`src/logic/intra_pkg.sv`:
```
// Shared types for 4x4 luma intra mode decision; 8-bit pixels only, no rate or spectral terms
`default_nettype none

package intra_pkg;

    // --------------------------------------------------
    // Block geometry
    // --------------------------------------------------
    localparam int BLK_DIM    = 4;
    localparam int BLK_PIXELS = BLK_DIM * BLK_DIM;
    localparam int NUM_MODES  = 4;
    localparam int BLK_BITS   = 8 * BLK_PIXELS;

    typedef logic [7:0] pixel_t;

    // Row in [3:2], column in [1:0]
    typedef logic [3:0] pix_idx_t;

    typedef enum logic [1:0] {
        MODE_DC = 2'd0,
        MODE_TM = 2'd1,
        MODE_VE = 2'd2,
        MODE_HE = 2'd3
    } intra_mode_e;

    // 16 * 255^2 fits in 21 bits
    typedef logic [20:0] sse_t;
    typedef logic [31:0] score_t;

    // Header cost per mode, indexed by mode code
    localparam logic [15:0] MODE_COST [NUM_MODES] = '{
        16'd663,
        16'd919,
        16'd872,
        16'd919
    };

    // --------------------------------------------------
    // Request and result bundles
    // --------------------------------------------------
    typedef struct packed {
        pixel_t [BLK_PIXELS-1:0] src;
        pixel_t [BLK_DIM-1:0]    top;
        pixel_t [BLK_DIM-1:0]    left;
        pixel_t                  top_left;
        logic                    top_avail;
        logic                    left_avail;
        logic [15:0]             lambda;
    } intra_block_t;

    typedef struct packed {
        intra_mode_e             mode;
        score_t                  score;
        pixel_t [BLK_PIXELS-1:0] pred;
    } intra_result_t;

endpackage

`default_nettype wire
```
`src/logic/intra_mode_select.sv`:
```
// 4x4 luma intra mode decision top; blk must be stable when req rises, result valid while ack
`default_nettype none

module intra_mode_select (
    input  wire logic              clk,
    input  wire logic              rst_n,
    input  wire logic              req,
    input  intra_pkg::intra_block_t blk,
    output logic                   ack,
    output intra_pkg::intra_result_t result
);

    import intra_pkg::*;

    intra_block_t          blk_q;
    logic                  load;
    logic                  run;
    logic                  clear;
    logic                  score_en;
    logic                  take;
    logic                  first;
    logic                  last;
    intra_mode_e           mode;
    pix_idx_t              pix_idx;
    pixel_t                src_pix;
    pixel_t                pred_pix;
    sse_t                  sse;
    logic [BLK_BITS-1:0]   pred_blk;

    // Request capture
    always_ff @(posedge clk) begin
        if (load) begin
            blk_q <= blk;
        end
    end

    assign src_pix = blk_q.src[pix_idx];

    // --------------------------------------------------
    // Control
    // --------------------------------------------------
    intra_mode_fsm u_fsm (
        .clk      (clk),
        .rst_n    (rst_n),
        .req      (req),
        .last     (last),
        .ack      (ack),
        .load     (load),
        .run      (run),
        .clear    (clear),
        .score_en (score_en),
        .take     (take),
        .first    (first),
        .mode     (mode)
    );

    pixel_counter u_counter (
        .clk     (clk),
        .rst_n   (rst_n),
        .run     (run),
        .clear   (clear),
        .pix_idx (pix_idx),
        .last    (last)
    );

    // --------------------------------------------------
    // Datapath
    // --------------------------------------------------
    intra_predictor u_predictor (
        .blk      (blk_q),
        .mode     (mode),
        .pix_idx  (pix_idx),
        .pred_pix (pred_pix)
    );

    sse_accumulator u_accum (
        .clk      (clk),
        .rst_n    (rst_n),
        .clear    (clear),
        .run      (run),
        .pix_idx  (pix_idx),
        .src_pix  (src_pix),
        .pred_pix (pred_pix),
        .sse      (sse),
        .pred_blk (pred_blk)
    );

    best_mode_keeper u_keeper (
        .clk        (clk),
        .rst_n      (rst_n),
        .blk_lambda (blk_q.lambda),
        .mode       (mode),
        .sse        (sse),
        .pred_blk   (pred_blk),
        .score_en   (score_en),
        .take       (take),
        .first      (first),
        .result     (result)
    );

endmodule

`default_nettype wire

```
`src/logic/intra_mode_fsm.sv`:
```
// Fixed 74-cycle sequence from capture to ack; four-phase req/ack, no abort once started
`default_nettype none

module intra_mode_fsm (
    input  wire logic             clk,
    input  wire logic             rst_n,
    input  wire logic             req,
    input  wire logic             last,
    output logic                  ack,
    output logic                  load,
    output logic                  run,
    output logic                  clear,
    output logic                  score_en,
    output logic                  take,
    output logic                  first,
    output intra_pkg::intra_mode_e mode
);

    import intra_pkg::*;

    typedef enum logic [2:0] {
        ST_IDLE,
        ST_LOAD,
        ST_RUN,
        ST_SCORE,
        ST_KEEP,
        ST_DONE,
        ST_RELEASE
    } state_e;

    state_e      state;
    state_e      state_nx;
    intra_mode_e mode_q;
    logic        first_q;
    logic        ack_q;

    // --------------------------------------------------
    // Next state
    // --------------------------------------------------
    always_comb begin
        state_nx = state;
        case (state)
            ST_IDLE:    if (req) state_nx = ST_LOAD;
            ST_LOAD:    state_nx = ST_RUN;
            ST_RUN:     if (last) state_nx = ST_SCORE;
            ST_SCORE:   state_nx = ST_KEEP;
            ST_KEEP:    state_nx = (mode_q == MODE_DC) ? ST_DONE : ST_RUN;
            // Hold result until requester drops req
            ST_DONE:    if (ack_q && !req) state_nx = ST_RELEASE;
            ST_RELEASE: state_nx = ST_IDLE;
            default:    state_nx = ST_IDLE;
        endcase
    end

    always_ff @(posedge clk or negedge rst_n) begin
        if (!rst_n) begin
            state   <= ST_IDLE;
            mode_q  <= MODE_DC;
            first_q <= 1'b0;
            ack_q   <= 1'b0;
        end else begin
            state <= state_nx;
            ack_q <= (state == ST_DONE) && (state_nx == ST_DONE);
            if (state == ST_LOAD) begin
                mode_q  <= MODE_HE;
                first_q <= 1'b1;
            end else if (state == ST_KEEP) begin
                first_q <= 1'b0;
                if (mode_q != MODE_DC) begin
                    mode_q <= intra_mode_e'(mode_q - 2'd1);
                end
            end
        end
    end

    assign load     = (state == ST_IDLE) && req;
    assign run      = (state == ST_RUN);
    assign clear    = (state == ST_LOAD) || (state == ST_KEEP);
    assign score_en = (state == ST_SCORE);
    assign take     = (state == ST_KEEP);
    assign first    = first_q;
    assign mode     = mode_q;
    assign ack      = ack_q;

endmodule

`default_nettype wire

```
`src/logic/best_mode_keeper.sv`:
```
// Score = cost*lambda + 256*SSE in 32 bits; equal score replaces the kept mode
`default_nettype none

module best_mode_keeper (
    input  wire logic                          clk,
    input  wire logic                          rst_n,
    input  wire logic [15:0]                   blk_lambda,
    input  intra_pkg::intra_mode_e             mode,
    input  intra_pkg::sse_t                    sse,
    input  wire logic [intra_pkg::BLK_BITS-1:0] pred_blk,
    input  wire logic                          score_en,
    input  wire logic                          take,
    input  wire logic                          first,
    output intra_pkg::intra_result_t           result
);

    import intra_pkg::*;

    score_t        rate_term;
    score_t        dist_term;
    score_t        score_q;
    intra_result_t best_q;

    // --------------------------------------------------
    // Score cycle
    // --------------------------------------------------
    assign rate_term = {16'd0, MODE_COST[mode]} * {16'd0, blk_lambda};
    assign dist_term = {3'd0, sse, 8'd0};

    always_ff @(posedge clk) begin
        if (score_en) begin
            score_q <= rate_term + dist_term;
        end
    end

    // --------------------------------------------------
    // Keep cycle
    // --------------------------------------------------
    // Passes run HE down to DC, so a tie leaves the lower code
    always_ff @(posedge clk or negedge rst_n) begin
        if (!rst_n) begin
            best_q <= '0;
        end else if (take && (first || (score_q <= best_q.score))) begin
            best_q.mode  <= mode;
            best_q.score <= score_q;
            best_q.pred  <= pred_blk;
        end
    end

    assign result = best_q;

endmodule

`default_nettype wire

```
`src/logic/sse_accumulator.sv`:
```
// One pixel per run cycle; sum valid the cycle after last, buffer holds the last pass only
`default_nettype none

module sse_accumulator (
    input  wire logic                          clk,
    input  wire logic                          rst_n,
    input  wire logic                          clear,
    input  wire logic                          run,
    input  intra_pkg::pix_idx_t                pix_idx,
    input  intra_pkg::pixel_t                  src_pix,
    input  intra_pkg::pixel_t                  pred_pix,
    output intra_pkg::sse_t                    sse,
    output logic [intra_pkg::BLK_BITS-1:0]     pred_blk
);

    import intra_pkg::*;

    pixel_t                  abs_diff;
    logic [15:0]             sq_err;
    sse_t                    sse_q;
    pixel_t [BLK_PIXELS-1:0] pred_buf;

    assign abs_diff = (src_pix > pred_pix) ? (src_pix - pred_pix) : (pred_pix - src_pix);
    assign sq_err   = abs_diff * abs_diff;

    always_ff @(posedge clk or negedge rst_n) begin
        if (!rst_n) begin
            sse_q <= '0;
        end else if (clear) begin
            sse_q <= '0;
        end else if (run) begin
            sse_q <= sse_q + {5'd0, sq_err};
        end
    end

    // Prediction slot per raster position
    always_ff @(posedge clk) begin
        if (run) begin
            pred_buf[pix_idx] <= pred_pix;
        end
    end

    assign sse      = sse_q;
    assign pred_blk = pred_buf;

endmodule

`default_nettype wire

```
`src/logic/intra_predictor.sv`:
```
// Combinational 4x4 predictor for DC, TM, VE, HE; edge pixels unused by a mode are ignored
`default_nettype none

module intra_predictor (
    input  intra_pkg::intra_block_t blk,
    input  intra_pkg::intra_mode_e  mode,
    input  intra_pkg::pix_idx_t     pix_idx,
    output intra_pkg::pixel_t       pred_pix
);

    import intra_pkg::*;

    logic [1:0]        row;
    logic [1:0]        col;
    logic [9:0]        top_sum;
    logic [9:0]        left_sum;
    logic [10:0]       both_sum;
    logic [9:0]        top_rnd;
    logic [9:0]        left_rnd;
    pixel_t            dc_pix;
    logic signed [9:0] tm_raw;
    pixel_t            tm_pix;

    assign row = pix_idx[3:2];
    assign col = pix_idx[1:0];

    // --------------------------------------------------
    // DC value
    // --------------------------------------------------
    assign top_sum  = {2'b00, blk.top[0]} + {2'b00, blk.top[1]}
                    + {2'b00, blk.top[2]} + {2'b00, blk.top[3]};
    assign left_sum = {2'b00, blk.left[0]} + {2'b00, blk.left[1]}
                    + {2'b00, blk.left[2]} + {2'b00, blk.left[3]};

    assign both_sum = {1'b0, top_sum} + {1'b0, left_sum} + 11'd4;
    assign top_rnd  = top_sum + 10'd2;
    assign left_rnd = left_sum + 10'd2;

    always_comb begin
        case ({blk.top_avail, blk.left_avail})
            2'b11:   dc_pix = both_sum[10:3];
            2'b10:   dc_pix = top_rnd[9:2];
            2'b01:   dc_pix = left_rnd[9:2];
            default: dc_pix = 8'd128;
        endcase
    end

    // --------------------------------------------------
    // TrueMotion with clip to 0..255
    // --------------------------------------------------
    assign tm_raw = $signed({2'b00, blk.top[col]}) + $signed({2'b00, blk.left[row]})
                  - $signed({2'b00, blk.top_left});

    always_comb begin
        if (tm_raw < 0) begin
            tm_pix = 8'd0;
        end else if (tm_raw > 10'sd255) begin
            tm_pix = 8'd255;
        end else begin
            tm_pix = tm_raw[7:0];
        end
    end

    always_comb begin
        case (mode)
            MODE_DC: pred_pix = dc_pix;
            MODE_TM: pred_pix = tm_pix;
            MODE_VE: pred_pix = blk.top[col];
            default: pred_pix = blk.left[row];
        endcase
    end

endmodule

`default_nettype wire

```
`src/logic/pixel_counter.sv`:
```
// Raster walk over one 4x4 block; wraps to 0 after pixel 15, clear wins over run
`default_nettype none

module pixel_counter (
    input  wire logic              clk,
    input  wire logic              rst_n,
    input  wire logic              run,
    input  wire logic              clear,
    output intra_pkg::pix_idx_t    pix_idx,
    output logic                   last
);

    import intra_pkg::*;

    pix_idx_t idx_q;

    always_ff @(posedge clk or negedge rst_n) begin
        if (!rst_n) begin
            idx_q <= '0;
        end else if (clear) begin
            idx_q <= '0;
        end else if (run) begin
            // Natural 4-bit wrap
            idx_q <= idx_q + 4'd1;
        end
    end

    assign pix_idx = idx_q;
    assign last    = (idx_q == pix_idx_t'(BLK_PIXELS - 1));

endmodule

`default_nettype wire

```
`config.mk`:
```
export PLATFORM = sky130hd
export DESIGN_NAME = intra_mode_select
export DESIGN_NICKNAME = d
export VERILOG_FILES = /design/src/logic/intra_pkg.sv /design/src/logic/intra_mode_select.sv /design/src/logic/intra_mode_fsm.sv /design/src/logic/best_mode_keeper.sv /design/src/logic/sse_accumulator.sv /design/src/logic/intra_predictor.sv /design/src/logic/pixel_counter.sv
export SDC_FILE = /design/constraint.sdc
export NUM_CORES = 1
export LEC_CHECK = 0
export BUFFER_PORTS_ARGS = -buffer_cell sky130_fd_sc_hd__clkbuf_2
export CAP_MARGIN = 0
export CELL_PAD_IN_SITES_DETAIL_PLACEMENT = 0
export CELL_PAD_IN_SITES_GLOBAL_PLACEMENT = 1
export CORE_ASPECT_RATIO = 0.7
export CORE_MARGIN = 8
export CORE_UTILIZATION = 45
export DETAILED_ROUTE_END_ITERATION = 10
export GPL_TIMING_DRIVEN = 1
export PLACE_DENSITY = 0.85
export RECOVER_POWER = 50
export REMOVE_ABC_BUFFERS = 1
export SYNTH_ARGS = -nofsm -noshare
export SYNTH_HDL_FRONTEND = slang
export SYNTH_HIERARCHICAL = 1
export SYNTH_SLANG_ARGS = --single-unit
```
`constraint.sdc`:
```
create_clock -name clk -period 23.4 [get_ports clk]
set_input_delay 3.51 -clock clk [delete_from_list [all_inputs] [get_ports clk]]
set_output_delay 3.51 -clock clk [all_outputs]
set_load 0.01 [all_outputs]
```
==> After elaboration in Yosys (flattened, before gate mapping) <==
Index checks and enable logic that the tools add are counted.
{ "word_totals": {"register_bits": 572, "in_bits": 221, "output_inout_bits": 163, "elab_cells": 157} }
{ "op_classes": {"addsub": 18, "mul": 2, "order_cmp": 9, "eq_ne": 12, "muxes": 31, "bitwise_logic": 1, "n_reduce_logical": 15} }
{ "ops": {"columns": ["operator", "n"], "rows": [
  ["$bwmux W128", 1],
  ["$mux W8", 7],
  ["$pmux W8 S3", 2],
  ["$mux W21", 2],
  ["$add A10 B8 Y10", 4],
  ["$add A32 B29 Y32", 1],
  ["$bmux W16 S2", 1],
  ["$bmux W8 S2", 2],
  ["$bmux W8 S4", 1],
  ["$demux W8 S4", 1],
  ["$le A32 B32 Y1", 1],
  ["$mul A16 B16 Y32", 1],
  ["$mux W16", 2],
  ["$add A8 B8 Y9", 3],
  ["$add A21 B16 Y21", 1],
  ["$add A10 B2 Y10 const B", 2],
  ["$pmux W3 S6", 1],
  ["$mul A8 B8 Y16", 1],
  ["$sub A8 B8 Y8", 2],
  ["$mux W3", 4],
  ["$add A10 B10 Y11", 1],
  ["$add A11 B3 Y11 const B", 1],
  ["$gt A10 B9 Y1 const B", 1],
  ["$lt A10 B1 Y1 const B", 1],
  ["25 further kinds", 44]
]} }

==> Depth between registers and ports, before layout <==
{ "logic_depth": {"word_depth": 14, "depth_mapped": 44, "ltp_nobuf": 44} }

==> By module <==
The synthesis kept the hierarchy.
{ "modules_own_cells": {"columns": ["module", "n_inst", "cells_per_inst", "area_each_um2", "seq_area_each_um2"], "rows": [
  ["best_mode_keeper", 1, 1149, 13869.6, 4904.7],
  ["sse_accumulator", 1, 579, 7758.7, 4369.2],
  ["intra_mode_select", 1, 288, 7579.8, 6546.3],
  ["intra_predictor", 1, 480, 3888.7, 0.0],
  ["intra_mode_fsm", 1, 46, 439.2, 175.2],
  ["pixel_counter", 1, 17, 198.9, 100.1]
]} }

==> Worst setup path before layout <==
OpenSTA, ideal clock, no wires.
{ "synth_path": {"path_type": "in2reg", "from": "input port req", "to": "register blk_q[0] in the netlist's numbering, enable pin", "setup_ps": 922, "t_arrival_ps": 15314, "required_ps": 22478, "path_slack_ps": 7163, "path_stages": 1, "path_buffers": 0, "cell_sequence": "nor4b_2"} }
{ "synth_between": {"elab_chain_len": 1} }
{ "synth_rtl": {"columns": ["item", "line_no", "text"], "rows": [
  ["from (decl)", "intra_mode_select.sv:7", "input wire logic req,"],
  ["$logic_and A1 B1 Y1", "intra_mode_fsm.sv:76", "assign load = (state == ST_IDLE) && req;"],
  ["to (signal assigned)", "intra_mode_select.sv:33", "blk_q <= blk;"],
  ["to (decl)", "intra_mode_select.sv:15", "intra_block_t blk_q;"]
]} }
No other way between the ends.
A chain may end at the register's enable or synchronous reset.

==> Worst setup path after layout <==
{ "layout_path": {"from": "register blk_q[27] in the netlist's numbering", "to": "register u_accum.sse_q[15] (netlist: u_accum/sse[15])"} }
{ "layout_between": {"elab_chain_len": 14, "word_cells_on_any_way": 24} }
{ "layout_rtl": {"columns": ["item", "line_no", "text"], "rows": [
  ["parallel branches: the longest is 7 deep, another holds $add A10 B10 Y11", null, null],
  ["$pmux W8 S3 *", "intra_predictor.sv:65", "case (mode)"],
  ["named net pred_pix[5]", "intra_mode_select.sv:26", "pixel_t pred_pix;"],
  ["$sub A8 B8 Y8 or $gt A8 B8 Y1 (tied branches)", "sse_accumulator.sv:23", "assign abs_diff = (src_pix > pred_pix) ? (src_pix - pred_pix) : (pred_pix - src_pix);"],
  ["$mux W8 *", "sse_accumulator.sv:23", null],
  ["$mul A8 B8 Y16 *", "sse_accumulator.sv:24", "assign sq_err = abs_diff * abs_diff;"],
  ["$add A21 B16 Y21 *", "sse_accumulator.sv:32", "sse_q <= sse_q + {5'd0, sq_err};"],
  ["$mux W21 *", "sse_accumulator.sv:31", "end else if (run) begin"],
  ["$mux W21 *", "sse_accumulator.sv:29", "end else if (clear) begin"],
  ["to (signal assigned)", "sse_accumulator.sv:32", null],
  ["to (decl)", "sse_accumulator.sv:20", "sse_t sse_q;"]
]} }
Mark *: on every way through the listed nets, which the timed path passes. The select of a mux whose other input is x is not followed.

==> impl_results.md <==
* Setup Total Neg Slack at 0 ns
* CP dominant cell by count: fa_1
* Post-synthesis mux area share at 10.6%
* Area growth syn-to-layout at 13.1%
* MaxCap Viol Count at 9
* Max-slew violations at 341
* Worst-skew pair later-pin latency at 0.63 ns
* Worst relative slew slack at -168%
* Synth top area share at 33.5%
* Final nets at 3630
* Clock buffer depth at 3
* Largest family of logic cells by synthesized area: adder cells
* Layout Utilization at 51.1%
* Aggregate global routing overflow at 0
* Worst min-delay path category: register to register
* Post-synthesis simple-gate area fraction at 5.62%
* CP arrival at 12.47 ns
* Post-CTS Repair Setup Buffers at 0
* GP Congestion at 0.871
* Die footprint at 84100 um^2
* Final Critical Period at 11.93 ns
* Setup-failing EPs final at 0
* Core Footprint at 74600 um^2
* Worst-path fanout max at 18
* Violated checks: capacitance limit, slew limit
* Clk_skew at 0.0215 ns
* Clock sink total at 568
* IO buf count at 381
* Synth Warn # at 6
* Startpoint types: register
* Num rows at 84
* First-pass DRT Iterations at 5
* Gate Count Post-Synth at 2559
* Adder-cell share of the synthesized area at 21.1%
* Post-synth cell types at 89
* Post-synth EDFFs at 376
* I/O pins at 384
* Die Y at 245 um
* Slowest CP cell: o31ai_4
* CTS tree: yes
* Finished Layout Cells at 3995
* Drt drc at 0
* Cell count after placement at 3891
* Syn Area/Cell at 13.2 um^2
* CP Capture Type: register
* GRT Total Usage at 18.4%
* Slew @ Worst Pin at 4.03 ns
* R2R depth at 40
* Fmax at 0.0839 GHz
* Initial antenna violation count at 2
* Num CTS Buffers at 55
* Post-synthesis sequential area ratio at 47.7%
* Hold_ws at 0.458 ns
* Slowest stage delay, CP at 0.78 ns
* Synth Flop Type: edfxtp_1
* HPWL Detailed at 60.3 mm
* Clock Pin Slew Worst Setup and Hold Paths at 0.07 ns
* Final Routed Wirelength at 78.5 mm
* Starting Density at 45.2%
* RSZ-0062 raised after global routing: false
* Largest net degree at the start of global routing at 77
* Total number of vias at 20.3k
* Die Wd at 343 um
* Status: finished with violations
* Ys async rst share at 33.8%
* Global-route wire length before repair at 122 mm
* Cell depth of the worst hold path at 1
* H-tree depth at 2
* Fin. Hold Viols at 0
* Synth top area cells: edfxtp_1 (33%), dfrtp_1 (14%), fa_1 (12%)
* FF+latch count, synth at 568
* Number of global-route vias before repair at 21.3k
* Via/cell ratio at 5.07
* CTS Hold Bufs at 0
* Final Cycle Share at 51.0%
* Root Driver: clkbuf_16
* Antenna Nets Post-Route at 0
* Drt first-iter violations at 1217
* Post-Synth XOR/XNOR Area at 2.33%
* CP Data Required Time at 23.94 ns
* Post-CTS sizing at 0
* CP Class: register to register
* Fraction of the mapped netlist area in compound gates at 6.21%
* Top cell type by total area after synthesis: edfxtp_1
* Layout cells sized above 1 at 20.1%
* Avg WL per Cell at 19.7 um
* Syn Std Cell Area at 33700 um^2
## worst max-delay path, delay by kind of cell (launching register included)
| kind | cells | cell delay [ns] |
|---|---|---|
| AOI/OAI and AO/OA | 14 | 4.39 |
| buffers and inverters | 5 | 0.25 |
| and+or+nand+nor | 5 | 0.81 |
| adders and majority gates | 12 | 4.89 |
| xor gates and xnor gates | 3 | 0.88 |
| DFF | 1 | 0.35 |
| muxes | 1 | 0.25 |
## cell usage in the layout, fill, tap and decap left out, types with 57 or more instances in the layout
cell type    n
fa_1       196
clkbuf_2   317
dfrtp_1    191
nand2_1    100
ha_1       254
clkbuf_1    88
mux2_1      60
clkbuf_16   57
mux2_2      62
a21oi_1     79
edfxtp_1   376
nor2_1     123
inv_1      465
## routing by layer
layer	vias up	share of wire [%]	GRT usage, %
met2	507	45	28.8
met5	-	0	0
li1	9619	-	-
met4	0	2.9	5.29
met3	126	5.5	3.69
met1	10000	47	26.2
## final timing paths
| path | from | to | slack (ns) |
|---|---|---|---|
| min in group asynchronous | rst_n | u_keeper/result[136] | 4.28 |
| max in group asynchronous | rst_n | u_keeper/result[8] | 14.29 |
| max | blk_q[27] | u_accum/sse[15] | 11.47 |
| min reg2reg | u_accum/pred_blk[90] | u_keeper/result[90] | 0.46 |
| max reg2reg | blk_q[27] | u_accum/sse[15] | 11.47 |
| min | u_accum/pred_blk[90] | u_keeper/result[90] | 0.46 |
## Yosys cell counts, drive strengths merged, types with 13 or more instances
cell type / instances
clkbuf: 22
buf: 40
nand2: 100
edfxtp: 376
and3: 13
and2: 19
a21oi: 80
nor2: 128
xor2: 30
inv: 465
nand2b: 14
a31oi: 17
ha: 254
a22oi: 22
xnor2: 53
or2: 14
o21ai: 49
o211ai: 13
dfrtp: 192
mux2: 164
a211oi: 18
fa: 196
a21o: 35
nand4: 14
nor2b: 15
mux2i: 22
mux4: 48
nand3: 19
nor3: 20
## sequential cells by signal (all words and copies together) (netlist names)
signal and count:
u_fsm/state 3, u_accum/pred_blk 128, u_keeper/score_q 30, u_accum/sse 21, u_fsm/mode 2, u_keeper/result 160, blk_q 218, u_fsm/first 1
u_fsm/ack 1, u_counter/pix_idx 4
## cells by family (layout without fill, tap and decap cells)
kind of cell,Yosys count,count (layout)
flip-flops,568,568
buffers and inverters,530,975
adder cells (fa/ha/maj),450,450
AND/OR/NAND/NOR,388,388
AO/OA/AOI/OAI,305,305
multiplexers,234,234
XOR/XNOR,83,83
other,1,3
## per-stage QoR
stage,cell area (um^2),setup slack [ns]
detailed placement,36700,11.45
global route,38200,10.66
finish,38200,11.47
floorplan,33300,7.16
global placement,36700,11.64
CTS,38500,11.45
## cell type report
class                           count  area (um^2)
Fill cell                        6554        36500
Sequential cell                   568        16100
Multi-Input combinational cell   1462        15300
Timing Repair Buffer              407         1980
Inverter                          465         1750
Clock buffer                       78         1580
Tap cell                          989         1240
Clock inverter                     25          218
Antenna cell                        1         2.50
Power is left out: the tool's default activity adds up to more than one toggle a clock period on the data nets, which glitch-free logic cannot reach.
